`config.mk`:
```
export PLATFORM = sky130hd
export DESIGN_NAME = rp_top
export DESIGN_NICKNAME = d
export VERILOG_FILES = /design/src/hdl/rp_pkg.sv /design/src/hdl/sys_bus_decoder.sv /design/src/hdl/housekeeping_regs.sv /design/src/hdl/adc_frontend.sv /design/src/hdl/prop_ctrl.sv /design/src/hdl/dc_offset_regs.sv /design/src/hdl/dac_backend.sv /design/src/hdl/rp_top.sv
export SDC_FILE = /design/constraint.sdc
export NUM_CORES = 2
export LEC_CHECK = 0
export BUFFER_PORTS_ARGS = -buffer_cell sky130_fd_sc_hd__buf_2
export CAP_MARGIN = 40
export CORE_ASPECT_RATIO = 0.7
export CORE_MARGIN = 2
export CORE_UTILIZATION = 40
export CTS_CLUSTER_DIAMETER = 40
export DETAILED_ROUTE_END_ITERATION = 6
export SLEW_MARGIN = 5
export SYNTH_ARGS = -nofsm -noshare
export SYNTH_HDL_FRONTEND = slang
export SYNTH_SLANG_ARGS = --single-unit
```
`constraint.sdc`:
```
create_clock -name clk_adc_125mhz_000deg -period 8.2 [get_ports clk_adc_125mhz_000deg]
set_input_delay 1.64 -clock clk_adc_125mhz_000deg [delete_from_list [all_inputs] [get_ports clk_adc_125mhz_000deg]]
set_output_delay 1.64 -clock clk_adc_125mhz_000deg [all_outputs]
set_load 0.02 [all_outputs]
```
`src/hdl/rp_pkg.sv`:
```
////////////////////////////////////////////////////////////////////////////
// shared widths, bus region map and register offsets
// fixed-point constants of the proportional path
////////////////////////////////////////////////////////////////////////////

package rp_pkg;

  // sample widths
  localparam int ADC_W = 14;                 // adc sample, two's complement
  localparam int DAC_W = 14;                 // dac sample
  localparam int SUM_W = 15;                 // offset + control, before saturation

  // system bus
  localparam int BUS_AW     = 32;
  localparam int BUS_DW     = 32;
  localparam int REGION_LSB = 20;            // 1 MB regions
  localparam int REGION_W   = 3;             // addr[22:20]
  localparam int N_REGIONS  = 8;

  // region map
  localparam int RGN_HK     = 0;             // housekeeping
  localparam int RGN_OFFSET = 2;             // dc offset
  localparam int RGN_PCTRL  = 3;             // proportional controller
  localparam logic [N_REGIONS-1:0] RGN_USED = (1 << RGN_HK) | (1 << RGN_OFFSET) |
                                              (1 << RGN_PCTRL);

  // housekeeping offsets
  localparam logic [REGION_LSB-1:0] REG_ID  = 'h00;
  localparam logic [REGION_LSB-1:0] REG_LED = 'h04;
  localparam logic [REGION_LSB-1:0] REG_CFG = 'h08;  // bit 0 = digital loopback
  localparam int LED_W        = 8;
  localparam int CFG_LOOP_BIT = 0;
  localparam logic [BUS_DW-1:0] HK_ID = 32'h5250_0001;

  // dc offset offsets
  localparam logic [REGION_LSB-1:0] REG_OFF_A = 'h00;
  localparam logic [REGION_LSB-1:0] REG_OFF_B = 'h04;

  // controller offsets
  localparam logic [REGION_LSB-1:0] REG_SP_A = 'h00;
  localparam logic [REGION_LSB-1:0] REG_KP_A = 'h04;
  localparam logic [REGION_LSB-1:0] REG_SP_B = 'h10;
  localparam logic [REGION_LSB-1:0] REG_KP_B = 'h14;

  // fixed point, gain of 4096 is 1.0
  localparam int KP_W     = 16;
  localparam int KP_SHIFT = 12;
  localparam int ERR_W    = ADC_W + 1;       // setpoint - sample, no overflow
  localparam int PROD_W   = ERR_W + KP_W;    // full product

endpackage

```
`src/hdl/sys_bus_decoder.sv`:
```
////////////////////////////////////////////////////////////////////////////
// system bus decoder, splits the address space into 1 MB regions
// strobe gating, read data and acknowledge muxing, unused region tie-off
////////////////////////////////////////////////////////////////////////////

`timescale 1ns/1ns

module sys_bus_decoder import rp_pkg::*; (
  input  logic [BUS_AW-1:0]                 sys_addr_i,
  input  logic                              sys_wen_i,
  input  logic                              sys_ren_i,
  input  logic [N_REGIONS-1:0][BUS_DW-1:0]  slave_rdata_i,  // one word per region
  input  logic [N_REGIONS-1:0]              slave_ack_i,
  input  logic [N_REGIONS-1:0]              slave_err_i,
  output logic [N_REGIONS-1:0]              region_wen_o,
  output logic [N_REGIONS-1:0]              region_ren_o,
  output logic [BUS_DW-1:0]                 sys_rdata_o,
  output logic                              sys_ack_o,
  output logic                              sys_err_o
);

  logic [REGION_W-1:0]  rgn;       // addressed region
  logic [N_REGIONS-1:0] rgn_sel;   // one-hot select
  logic [N_REGIONS-1:0] rgn_ack;   // ack after tie-off
  logic [N_REGIONS-1:0] rgn_err;

  assign rgn     = sys_addr_i[REGION_LSB +: REGION_W];
  assign rgn_sel = N_REGIONS'(1) << rgn;

  // strobes only reach the addressed slave
  assign region_wen_o = rgn_sel & {N_REGIONS{sys_wen_i}};
  assign region_ren_o = rgn_sel & {N_REGIONS{sys_ren_i}};

  // unused regions ack in the strobe cycle, never err
  assign rgn_ack = (slave_ack_i & RGN_USED) | ((region_wen_o | region_ren_o) & ~RGN_USED);
  assign rgn_err = slave_err_i & RGN_USED;

  // unused regions read as zero
  assign sys_rdata_o = RGN_USED[rgn] ? slave_rdata_i[rgn] : '0;
  assign sys_ack_o   = |(rgn_sel & rgn_ack);
  assign sys_err_o   = |(rgn_sel & rgn_err);

endmodule

```
`src/hdl/housekeeping_regs.sv`:
```
////////////////////////////////////////////////////////////////////////////
// housekeeping slave: id word, led register, loopback config bit
////////////////////////////////////////////////////////////////////////////

`timescale 1ns/1ns

module housekeeping_regs import rp_pkg::*; (
  input  logic               clk_adc_125mhz_000deg,
  input  logic               reset_i,
  input  logic [BUS_AW-1:0]  sys_addr_i,
  input  logic [BUS_DW-1:0]  sys_wdata_i,
  input  logic               wen_i,
  input  logic               ren_i,
  output logic [BUS_DW-1:0]  rdata_o,
  output logic               ack_o,
  output logic [LED_W-1:0]   led_o,
  output logic               digital_loop_o
);

  logic [REGION_LSB-1:0] offs;    // offset inside region
  logic [LED_W-1:0]      led_q;
  logic                  loop_q;  // cfg bit 0

  assign offs = sys_addr_i[REGION_LSB-1:0];

  // register writes, unknown offsets dropped
  always_ff @(posedge clk_adc_125mhz_000deg)
  begin
    if (reset_i)
    begin
      led_q  <= '0;
      loop_q <= 1'b0;
    end
    else if (wen_i)
    begin
      if (offs == REG_LED) led_q  <= sys_wdata_i[LED_W-1:0];
      if (offs == REG_CFG) loop_q <= sys_wdata_i[CFG_LOOP_BIT];
    end
  end

  // ack one cycle after strobe
  always_ff @(posedge clk_adc_125mhz_000deg)
  begin
    if (reset_i) ack_o <= 1'b0;
    else         ack_o <= wen_i | ren_i;
  end

  // read data, valid with ack
  always_ff @(posedge clk_adc_125mhz_000deg)
  begin
    if (ren_i)
    begin
      case (offs)
        REG_ID:  rdata_o <= HK_ID;
        REG_LED: rdata_o <= BUS_DW'(led_q);
        REG_CFG: rdata_o <= BUS_DW'(loop_q) << CFG_LOOP_BIT;
        default: rdata_o <= '0;  // unmapped
      endcase
    end
  end

  assign led_o          = led_q;
  assign digital_loop_o = loop_q;

endmodule

```
`src/hdl/adc_frontend.sv`:
```
////////////////////////////////////////////////////////////////////////////
// adc input registers, negative-slope to two's complement
// digital loopback switch
////////////////////////////////////////////////////////////////////////////

`timescale 1ns/1ns

module adc_frontend import rp_pkg::*; (
  input  logic                     clk_adc_125mhz_000deg,
  input  logic                     reset_i,
  input  logic        [ADC_W-1:0]  adc_dat_a_i,     // raw unsigned, neg slope
  input  logic        [ADC_W-1:0]  adc_dat_b_i,
  input  logic                     digital_loop_i,
  input  logic signed [ADC_W-1:0]  loop_a_i,        // saturated dac value
  input  logic signed [ADC_W-1:0]  loop_b_i,
  output logic signed [ADC_W-1:0]  adc_a_o,
  output logic signed [ADC_W-1:0]  adc_b_o
);

  logic [ADC_W-1:0] adc_dat_a_q;
  logic [ADC_W-1:0] adc_dat_b_q;

  // input registers, ideally packed into the io blocks
  always_ff @(posedge clk_adc_125mhz_000deg)
  begin
    if (reset_i)
    begin
      adc_dat_a_q <= '0;
      adc_dat_b_q <= '0;
    end
    else
    begin
      adc_dat_a_q <= adc_dat_a_i;
      adc_dat_b_q <= adc_dat_b_i;
    end
  end

  // keep msb, invert the rest, loopback overrides the adc
  assign adc_a_o = digital_loop_i ? loop_a_i : {adc_dat_a_q[ADC_W-1], ~adc_dat_a_q[ADC_W-2:0]};
  assign adc_b_o = digital_loop_i ? loop_b_i : {adc_dat_b_q[ADC_W-1], ~adc_dat_b_q[ADC_W-2:0]};

endmodule

```
`src/hdl/prop_ctrl.sv`:
```
////////////////////////////////////////////////////////////////////////////
// proportional controller, setpoint and gain per channel
// two stage pipeline: error, then scaled and saturated product
////////////////////////////////////////////////////////////////////////////

`timescale 1ns/1ns

module prop_ctrl import rp_pkg::*; (
  input  logic                     clk_adc_125mhz_000deg,
  input  logic                     reset_i,
  input  logic        [BUS_AW-1:0] sys_addr_i,
  input  logic        [BUS_DW-1:0] sys_wdata_i,
  input  logic                     wen_i,
  input  logic                     ren_i,
  output logic        [BUS_DW-1:0] rdata_o,
  output logic                     ack_o,
  input  logic signed [ADC_W-1:0]  adc_a_i,
  input  logic signed [ADC_W-1:0]  adc_b_i,
  output logic signed [ADC_W-1:0]  pctrl_a_o,
  output logic signed [ADC_W-1:0]  pctrl_b_o
);

  logic        [REGION_LSB-1:0] offs;
  logic signed [ADC_W-1:0]      sp_a, sp_b;      // setpoints
  logic signed [KP_W-1:0]       kp_a, kp_b;      // gains, 4096 = 1.0
  logic signed [ERR_W-1:0]      err_a, err_b;    // stage 1

  // arithmetic shift by KP_SHIFT, clip to sample range
  function automatic logic signed [ADC_W-1:0] scale_sat(input logic signed [PROD_W-1:0] p);
    logic signed [PROD_W-1:0] s;
    s = p >>> KP_SHIFT;
    if (s[PROD_W-1:ADC_W-1] != {(PROD_W-ADC_W+1){s[PROD_W-1]}})
      return {s[PROD_W-1], {(ADC_W-1){~s[PROD_W-1]}}};  // +max or -max
    return s[ADC_W-1:0];
  endfunction

  assign offs = sys_addr_i[REGION_LSB-1:0];

  ////////////////////////////////////////////////////////////////////////////
  // bus registers
  ////////////////////////////////////////////////////////////////////////////

  always_ff @(posedge clk_adc_125mhz_000deg)
  begin
    if (reset_i)
    begin
      sp_a  <= '0;
      sp_b  <= '0;
      kp_a  <= '0;
      kp_b  <= '0;
      ack_o <= 1'b0;
    end
    else
    begin
      ack_o <= wen_i | ren_i;  // one cycle after strobe
      if (wen_i)
      begin
        case (offs)
          REG_SP_A: sp_a <= sys_wdata_i[ADC_W-1:0];
          REG_KP_A: kp_a <= sys_wdata_i[KP_W-1:0];
          REG_SP_B: sp_b <= sys_wdata_i[ADC_W-1:0];
          REG_KP_B: kp_b <= sys_wdata_i[KP_W-1:0];
          default: ;  // ignored
        endcase
      end
    end
  end

  // readback sign extended
  always_ff @(posedge clk_adc_125mhz_000deg)
  begin
    if (ren_i)
    begin
      case (offs)
        REG_SP_A: rdata_o <= BUS_DW'(sp_a);
        REG_KP_A: rdata_o <= BUS_DW'(kp_a);
        REG_SP_B: rdata_o <= BUS_DW'(sp_b);
        REG_KP_B: rdata_o <= BUS_DW'(kp_b);
        default:  rdata_o <= '0;
      endcase
    end
  end

  ////////////////////////////////////////////////////////////////////////////
  // datapath
  ////////////////////////////////////////////////////////////////////////////

  always_ff @(posedge clk_adc_125mhz_000deg)
  begin
    if (reset_i)
    begin
      err_a     <= '0;
      err_b     <= '0;
      pctrl_a_o <= '0;
      pctrl_b_o <= '0;
    end
    else
    begin
      err_a     <= ERR_W'(sp_a) - ERR_W'(adc_a_i);              // stage 1
      err_b     <= ERR_W'(sp_b) - ERR_W'(adc_b_i);
      pctrl_a_o <= scale_sat(PROD_W'(err_a) * PROD_W'(kp_a));   // stage 2
      pctrl_b_o <= scale_sat(PROD_W'(err_b) * PROD_W'(kp_b));
    end
  end

endmodule

```
`src/hdl/dc_offset_regs.sv`:
```
////////////////////////////////////////////////////////////////////////////
// dc offset slave, one signed offset per channel
////////////////////////////////////////////////////////////////////////////

`timescale 1ns/1ns

module dc_offset_regs import rp_pkg::*; (
  input  logic                     clk_adc_125mhz_000deg,
  input  logic                     reset_i,
  input  logic        [BUS_AW-1:0] sys_addr_i,
  input  logic        [BUS_DW-1:0] sys_wdata_i,
  input  logic                     wen_i,
  input  logic                     ren_i,
  output logic        [BUS_DW-1:0] rdata_o,
  output logic                     ack_o,
  output logic signed [ADC_W-1:0]  off_a_o,
  output logic signed [ADC_W-1:0]  off_b_o
);

  logic [REGION_LSB-1:0] offs;

  assign offs = sys_addr_i[REGION_LSB-1:0];

  // low ADC_W bits of write data
  always_ff @(posedge clk_adc_125mhz_000deg)
  begin
    if (reset_i)
    begin
      off_a_o <= '0;
      off_b_o <= '0;
      ack_o   <= 1'b0;
    end
    else
    begin
      ack_o <= wen_i | ren_i;
      if (wen_i && offs == REG_OFF_A) off_a_o <= sys_wdata_i[ADC_W-1:0];
      if (wen_i && offs == REG_OFF_B) off_b_o <= sys_wdata_i[ADC_W-1:0];
    end
  end

  // reads sign extended, zero elsewhere
  always_ff @(posedge clk_adc_125mhz_000deg)
  begin
    if (ren_i)
    begin
      case (offs)
        REG_OFF_A: rdata_o <= BUS_DW'(off_a_o);
        REG_OFF_B: rdata_o <= BUS_DW'(off_b_o);
        default:   rdata_o <= '0;
      endcase
    end
  end

endmodule

```
`src/hdl/dac_backend.sv`:
```
////////////////////////////////////////////////////////////////////////////
// dac path: offset + control sum, saturation,
// two's complement to negative slope, output registers
////////////////////////////////////////////////////////////////////////////

`timescale 1ns/1ns

module dac_backend import rp_pkg::*; (
  input  logic                     clk_adc_125mhz_000deg,
  input  logic                     reset_i,
  input  logic signed [ADC_W-1:0]  off_a_i,
  input  logic signed [ADC_W-1:0]  off_b_i,
  input  logic signed [ADC_W-1:0]  pctrl_a_i,
  input  logic signed [ADC_W-1:0]  pctrl_b_i,
  output logic signed [DAC_W-1:0]  dac_a_o,      // saturated, for loopback
  output logic signed [DAC_W-1:0]  dac_b_o,
  output logic        [DAC_W-1:0]  dac_dat_a_o,  // registered, neg slope
  output logic        [DAC_W-1:0]  dac_dat_b_o
);

  logic signed [SUM_W-1:0] sum_a, sum_b;

  // clip when the two top bits disagree
  function automatic logic signed [DAC_W-1:0] sat_sum(input logic signed [SUM_W-1:0] s);
    if (s[SUM_W-1] != s[SUM_W-2])
      return {s[SUM_W-1], {(DAC_W-1){~s[SUM_W-1]}}};  // 0x1fff or 0x2000
    return s[DAC_W-1:0];
  endfunction

  assign sum_a = SUM_W'(off_a_i) + SUM_W'(pctrl_a_i);
  assign sum_b = SUM_W'(off_b_i) + SUM_W'(pctrl_b_i);

  assign dac_a_o = sat_sum(sum_a);
  assign dac_b_o = sat_sum(sum_b);

  ////////////////////////////////////////////////////////////////////////////
  // output registers
  ////////////////////////////////////////////////////////////////////////////

  always_ff @(posedge clk_adc_125mhz_000deg)
  begin
    if (reset_i)
    begin
      dac_dat_a_o <= {1'b0, {(DAC_W-1){1'b1}}};  // code of zero
      dac_dat_b_o <= {1'b0, {(DAC_W-1){1'b1}}};
    end
    else
    begin
      dac_dat_a_o <= {dac_a_o[DAC_W-1], ~dac_a_o[DAC_W-2:0]};  // msb kept, rest inverted
      dac_dat_b_o <= {dac_b_o[DAC_W-1], ~dac_b_o[DAC_W-2:0]};
    end
  end

endmodule

```
`src/hdl/rp_top.sv`:
```
////////////////////////////////////////////////////////////////////////////
// analog core top: bus decoder, housekeeping, adc frontend,
// proportional controller, dc offset and dac backend
////////////////////////////////////////////////////////////////////////////

`timescale 1ns/1ns

module rp_top import rp_pkg::*; (
  input  logic               clk_adc_125mhz_000deg,
  input  logic               reset_i,
  input  logic [BUS_AW-1:0]  sys_addr_i,
  input  logic [BUS_DW-1:0]  sys_wdata_i,
  input  logic               sys_wen_i,
  input  logic               sys_ren_i,
  output logic [BUS_DW-1:0]  sys_rdata_o,
  output logic               sys_ack_o,
  output logic               sys_err_o,
  input  logic [ADC_W-1:0]   adc_dat_a_i,
  input  logic [ADC_W-1:0]   adc_dat_b_i,
  output logic [DAC_W-1:0]   dac_dat_a_o,
  output logic [DAC_W-1:0]   dac_dat_b_o,
  output logic [LED_W-1:0]   led_o
);

  // bus
  logic [N_REGIONS-1:0] region_wen, region_ren;
  logic [BUS_DW-1:0]    hk_rdata, off_rdata, pctrl_rdata;
  logic                 hk_ack, off_ack, pctrl_ack;

  // datapath
  logic                    digital_loop;
  logic signed [ADC_W-1:0] adc_a, adc_b;        // converted samples
  logic signed [ADC_W-1:0] pctrl_a, pctrl_b;    // control terms
  logic signed [ADC_W-1:0] off_a, off_b;        // dc offsets
  logic signed [DAC_W-1:0] dac_a, dac_b;        // loopback source

  ////////////////////////////////////////////////////////////////////////////
  // bus decoder, regions 7..0, unused slots are masked inside
  ////////////////////////////////////////////////////////////////////////////

  sys_bus_decoder i_dec (
    .sys_addr_i    (sys_addr_i),
    .sys_wen_i     (sys_wen_i),
    .sys_ren_i     (sys_ren_i),
    .slave_rdata_i ({{4{BUS_DW'(0)}}, pctrl_rdata, off_rdata, BUS_DW'(0), hk_rdata}),
    .slave_ack_i   ({4'b0000, pctrl_ack, off_ack, 1'b0, hk_ack}),
    .slave_err_i   ('0),                         // slaves never err
    .region_wen_o  (region_wen),
    .region_ren_o  (region_ren),
    .sys_rdata_o   (sys_rdata_o),
    .sys_ack_o     (sys_ack_o),
    .sys_err_o     (sys_err_o)
  );

  housekeeping_regs i_hk (
    .clk_adc_125mhz_000deg (clk_adc_125mhz_000deg),
    .reset_i        (reset_i),
    .sys_addr_i     (sys_addr_i),
    .sys_wdata_i    (sys_wdata_i),
    .wen_i          (region_wen[RGN_HK]),
    .ren_i          (region_ren[RGN_HK]),
    .rdata_o        (hk_rdata),
    .ack_o          (hk_ack),
    .led_o          (led_o),
    .digital_loop_o (digital_loop)
  );

  ////////////////////////////////////////////////////////////////////////////
  // analog datapath
  ////////////////////////////////////////////////////////////////////////////

  adc_frontend i_adc (
    .clk_adc_125mhz_000deg (clk_adc_125mhz_000deg),
    .reset_i        (reset_i),
    .adc_dat_a_i    (adc_dat_a_i),
    .adc_dat_b_i    (adc_dat_b_i),
    .digital_loop_i (digital_loop),
    .loop_a_i       (dac_a),
    .loop_b_i       (dac_b),
    .adc_a_o        (adc_a),
    .adc_b_o        (adc_b)
  );

  prop_ctrl i_pctrl (
    .clk_adc_125mhz_000deg (clk_adc_125mhz_000deg),
    .reset_i     (reset_i),
    .sys_addr_i  (sys_addr_i),
    .sys_wdata_i (sys_wdata_i),
    .wen_i       (region_wen[RGN_PCTRL]),
    .ren_i       (region_ren[RGN_PCTRL]),
    .rdata_o     (pctrl_rdata),
    .ack_o       (pctrl_ack),
    .adc_a_i     (adc_a),
    .adc_b_i     (adc_b),
    .pctrl_a_o   (pctrl_a),
    .pctrl_b_o   (pctrl_b)
  );

  dc_offset_regs i_off (
    .clk_adc_125mhz_000deg (clk_adc_125mhz_000deg),
    .reset_i     (reset_i),
    .sys_addr_i  (sys_addr_i),
    .sys_wdata_i (sys_wdata_i),
    .wen_i       (region_wen[RGN_OFFSET]),
    .ren_i       (region_ren[RGN_OFFSET]),
    .rdata_o     (off_rdata),
    .ack_o       (off_ack),
    .off_a_o     (off_a),
    .off_b_o     (off_b)
  );

  dac_backend i_dac (
    .clk_adc_125mhz_000deg (clk_adc_125mhz_000deg),
    .reset_i     (reset_i),
    .off_a_i     (off_a),
    .off_b_i     (off_b),
    .pctrl_a_i   (pctrl_a),
    .pctrl_b_i   (pctrl_b),
    .dac_a_o     (dac_a),
    .dac_b_o     (dac_b),
    .dac_dat_a_o (dac_dat_a_o),
    .dac_dat_b_o (dac_dat_b_o)
  );

endmodule

```
==> results.toml <==
[clock_tree]
numCtsBuffers = 25
clock-sinks = 253
htreeDepth = 1
cts_root_buf = "clkbuf_16"
cts_tree = "built"
clockBufferDepth = 3
post-cts-setup-buffer-count = 0
clk_pin_slew_ns = 0.07
hold_buffers = 0
clock_latency_ns = 0.57
cts.repair.resized = 0

[logic_synthesis]
ys_ff_latch = 253
syn-mean-instance-area_um2 = 9.017
synth_area_leaders = "fa_1, dfxtp_1, ha_1, inv_1, nand2_1"
yosys.area.top_type = "fa_1"
ys_seq_area_share_pct = 18.79
yosys_warnings = 0
synth_edf_count = 39
postSynthCellCount = 3220
synth-async-reset-ratio_pct = 0
synthesis.nets = 4008
yosysTopAreaCellShare_pct = 32.54
yosys_most_used_dff = "dfxtp_1"
syn_area_mm2 = 0.02904
synthDistinctLibCells = 77

[finish]
area_growth_pct = 8.959
layout_commonest_cell = "inv_1"
final_layout_size_suffix_gt1_share_pct = 8.401
design_area_mm2 = 0.03164
nets = 4078
post-route-util_pct = 44.11
layout_common_cells = "inv_1, nand2_1, fa_1, and2_1, ha_1"

[setup_path]
crit_top_cell = "fa_1"
crit_path_end_kind = "flip-flop"
path_max_fanout = 13
cpMaxStageDelayCell = "dfxtp_1"
cpPeakStageDelay_ns = 0.84
crit_arrival_ns = 7.90
cp.required_ns = 8.67
cp_num_buf_inv = 5
crit_chain = "buf_4 -> nand2_1 -> fa_1 -> inv_1 -> fa_1 -> fa_1 -> fa_1 -> fa_1 -> inv_1 -> fa_1 -> inv_1 -> ha_1 -> nand2_1 -> o21ai_0 -> o41ai_1 -> a2bb2oi_1 -> a31oi_2 -> nand4_1 -> and4b_1 -> xnor2_1 -> o21ai_1 -> buf_4 -> a21oi_1"
worst_setup_path_start_kind = "flip-flop"
path_class = "flip-flop to flip-flop"
crit_family = "adder cells"

[power_and_ir_drop]
peakVddDrop_uv = 154.7
p_per_area_mw_per_mm2 = 97.95
swShare_pct = 29.53
p_total_mw = 3.099
p_switching_mw = 0.9149
combPwrFrac_pct = 16.6
seq_power_share_pct = 43.6
clkPwrFrac_pct = 39.7
p_leak_nw = 15.47
power.internal_mw = 2.184

[placement]
gp_congestion = 0.9331
port_buffers = 139
pre_cts_slack_ns = 0.9684
dp_hpwl_mm = 68.02
placed_cell_area_mm2 = 0.03076

[timing]
rsz0062_at_grt = "false"
setup_violations = 0
relSlewSlack_pct = 32.67
tightest_slew_ns = 0.9994
skew_ns = 0.02418
hold_viol = 0
fin_setup_tns_ns = 0
maxSlewViolCount = 0
clock.fmax_mhz = 134.6
finalCriticalPeriod_ns = 7.430
fin_crit_sh_pct = 90.61
finalWorstSetupSlack_ns = 0.7700

[floorplan]
rows = 82
fp.dieW_um = 326.0
core_area_mm2 = 0.07172
pin_count = 166
die_area_mm2 = 0.07479
start_util_pct = 40.49
die_y_um = 229.4

[routing]
wirelength_mm = 83.56
first_pass_iters = 7
viasPerCell = 5.084
remaining_drc_errors = 2
num_vias = 21746
drtIter0Drc = 2164
antenna_left = 0
post_drt_wl_per_cell_um = 19.54

[flow_run]
drv_cap = 0

[global_route]
grt_pass1_wl_mm = 131.4
grt_max_degree = 87
grt.total_usage_pct = 22.87
antenna_found_initial = 6
overflow = 0
grt_pass1_vias = 21578

[worst_hold_path]
hold_path.class = "flip-flop to flip-flop"

[outcome]
status = "complete, but fails checks"
violations = "design-rule violations"
==> logic make-up after synthesis <==
kind of cell,synth area share (%)
adder cells (fa/ha/maj),42.02
other,0.01292
flip-flops,18.79
buffers and inverters,9.898
multiplexers,1.258
AND/OR/NAND/NOR,16.63
AO/OA/AOI/OAI,8.558
XOR/XNOR,2.835
==> cell type report <==
type                    instances  area (µm²)
multi-input cells            2225       20710
well taps                     966        1209
clock buffers                  33       685.7
diodes                          2       5.005
clock inverters                13       182.7
inverters                     593        2226
flip-flops and latches        253        5456
repair buffers                192        1157
fillers                      7056       40080
==> state kept, by name, summed over array words and instances (netlist names) <==
| signal | count |
|---|---|
| i_adc.adc_dat_a_q | 14 |
| i_adc.adc_dat_b_q | 14 |
| i_dac.dac_dat_a_o | 14 |
| i_dac.dac_dat_b_o | 14 |
| i_hk.ack_o | 1 |
| i_hk.digital_loop_o | 1 |
| i_hk.led_o | 8 |
| i_hk.rdata_o | 9 |
| i_off.ack_o | 1 |
| i_off.off_a_o | 14 |
| i_off.off_b_o | 14 |
| i_off.rdata_o | 14 |
| i_pctrl.ack_o | 1 |
| i_pctrl.err_a | 15 |
| i_pctrl.err_b | 15 |
| i_pctrl.kp_a | 16 |
| i_pctrl.kp_b | 16 |
| i_pctrl.pctrl_a_o | 14 |
| i_pctrl.pctrl_b_o | 14 |
| i_pctrl.rdata_o | 16 |
| i_pctrl.sp_a | 14 |
| i_pctrl.sp_b | 14 |
==> layer usage <==
layer / share of wire, % / vias up / wire length (µm) / global-route usage, %
met4: 1.1 / 2 / 942 / 2.751
met5: 0.016 / - / 13 / 0
li1: - / 10085 / - / -
met1: 49 / 10660 / 40920 / 36.77
met2: 37 / 935 / 31220 / 29.51
met3: 13 / 64 / 10470 / 7.656
==> path summary, 6_finish.rpt <==
| kind | startpoint | end | slack [ns] | cells past startpoint |
|---|---|---|---|---|
| max | i_pctrl.kp_a[9] | i_pctrl.pctrl_a_o[2] | 0.77 | 23 |
| min reg2reg | i_off.off_b_o[0] | i_off.off_b_o[0] | 0.48 | 2 |
| min | i_off.off_b_o[0] | i_off.off_b_o[0] | 0.48 | 2 |
| max reg2reg | i_pctrl.kp_a[9] | i_pctrl.pctrl_a_o[2] | 0.77 | 23 |
==> per-stage QoR <==
step / hold WS [ns] / std cells
finish: 0.4830 / 4277
global route: 0.4993 / 4277
CTS: 0.4775 / 4275
detailed placement: 0.4676 / 4229
global placement: 0.4609 / 4222
floorplan: 0.4443 / 3220
==> power groups by stage <==
stage                     Sequential, mW  Clock, mW  Combinational [mW]
after floorplan                     1.37          0               0.315
after global placement              1.38          0               0.502
after detailed placement            1.38          0               0.500
after CTS                           1.35       1.25               0.507
after global routing                1.36       1.30               0.561
final                               1.35       1.23               0.515
==> Yosys cell counts (5+ instances only) <==
cell type / instances
a211oi_1: 5
a21boi_0: 7
a21o_1: 24
a21oi_1: 153
a222oi_1: 13
a22o_1: 16
a22oi_1: 10
a31oi_1: 21
and2_1: 220
and3_1: 11
buf_1: 8
buf_2: 10
buf_4: 16
clkbuf_1: 112
dfxtp_1: 214
edfxtp_1: 39
fa_1: 472
ha_1: 220
inv_1: 593
mux2_2: 12
mux2i_1: 23
nand2_1: 506
nand2b_1: 35
nand3_1: 12
nand4_1: 11
nor2_1: 123
nor2b_1: 46
nor3_1: 27
nor4_1: 7
o21a_1: 20
o21ai_0: 53
o21bai_1: 5
o22ai_1: 6
o41ai_1: 5
xnor2_1: 59
xor2_1: 35
==> worst min-delay path, stage by stage, from the launching register on <==
cell and delay (ns):
dfxtp_1 0.33, nand2_1 0.06, a21oi_1 0.05
(Power assumes the default switching activity.)
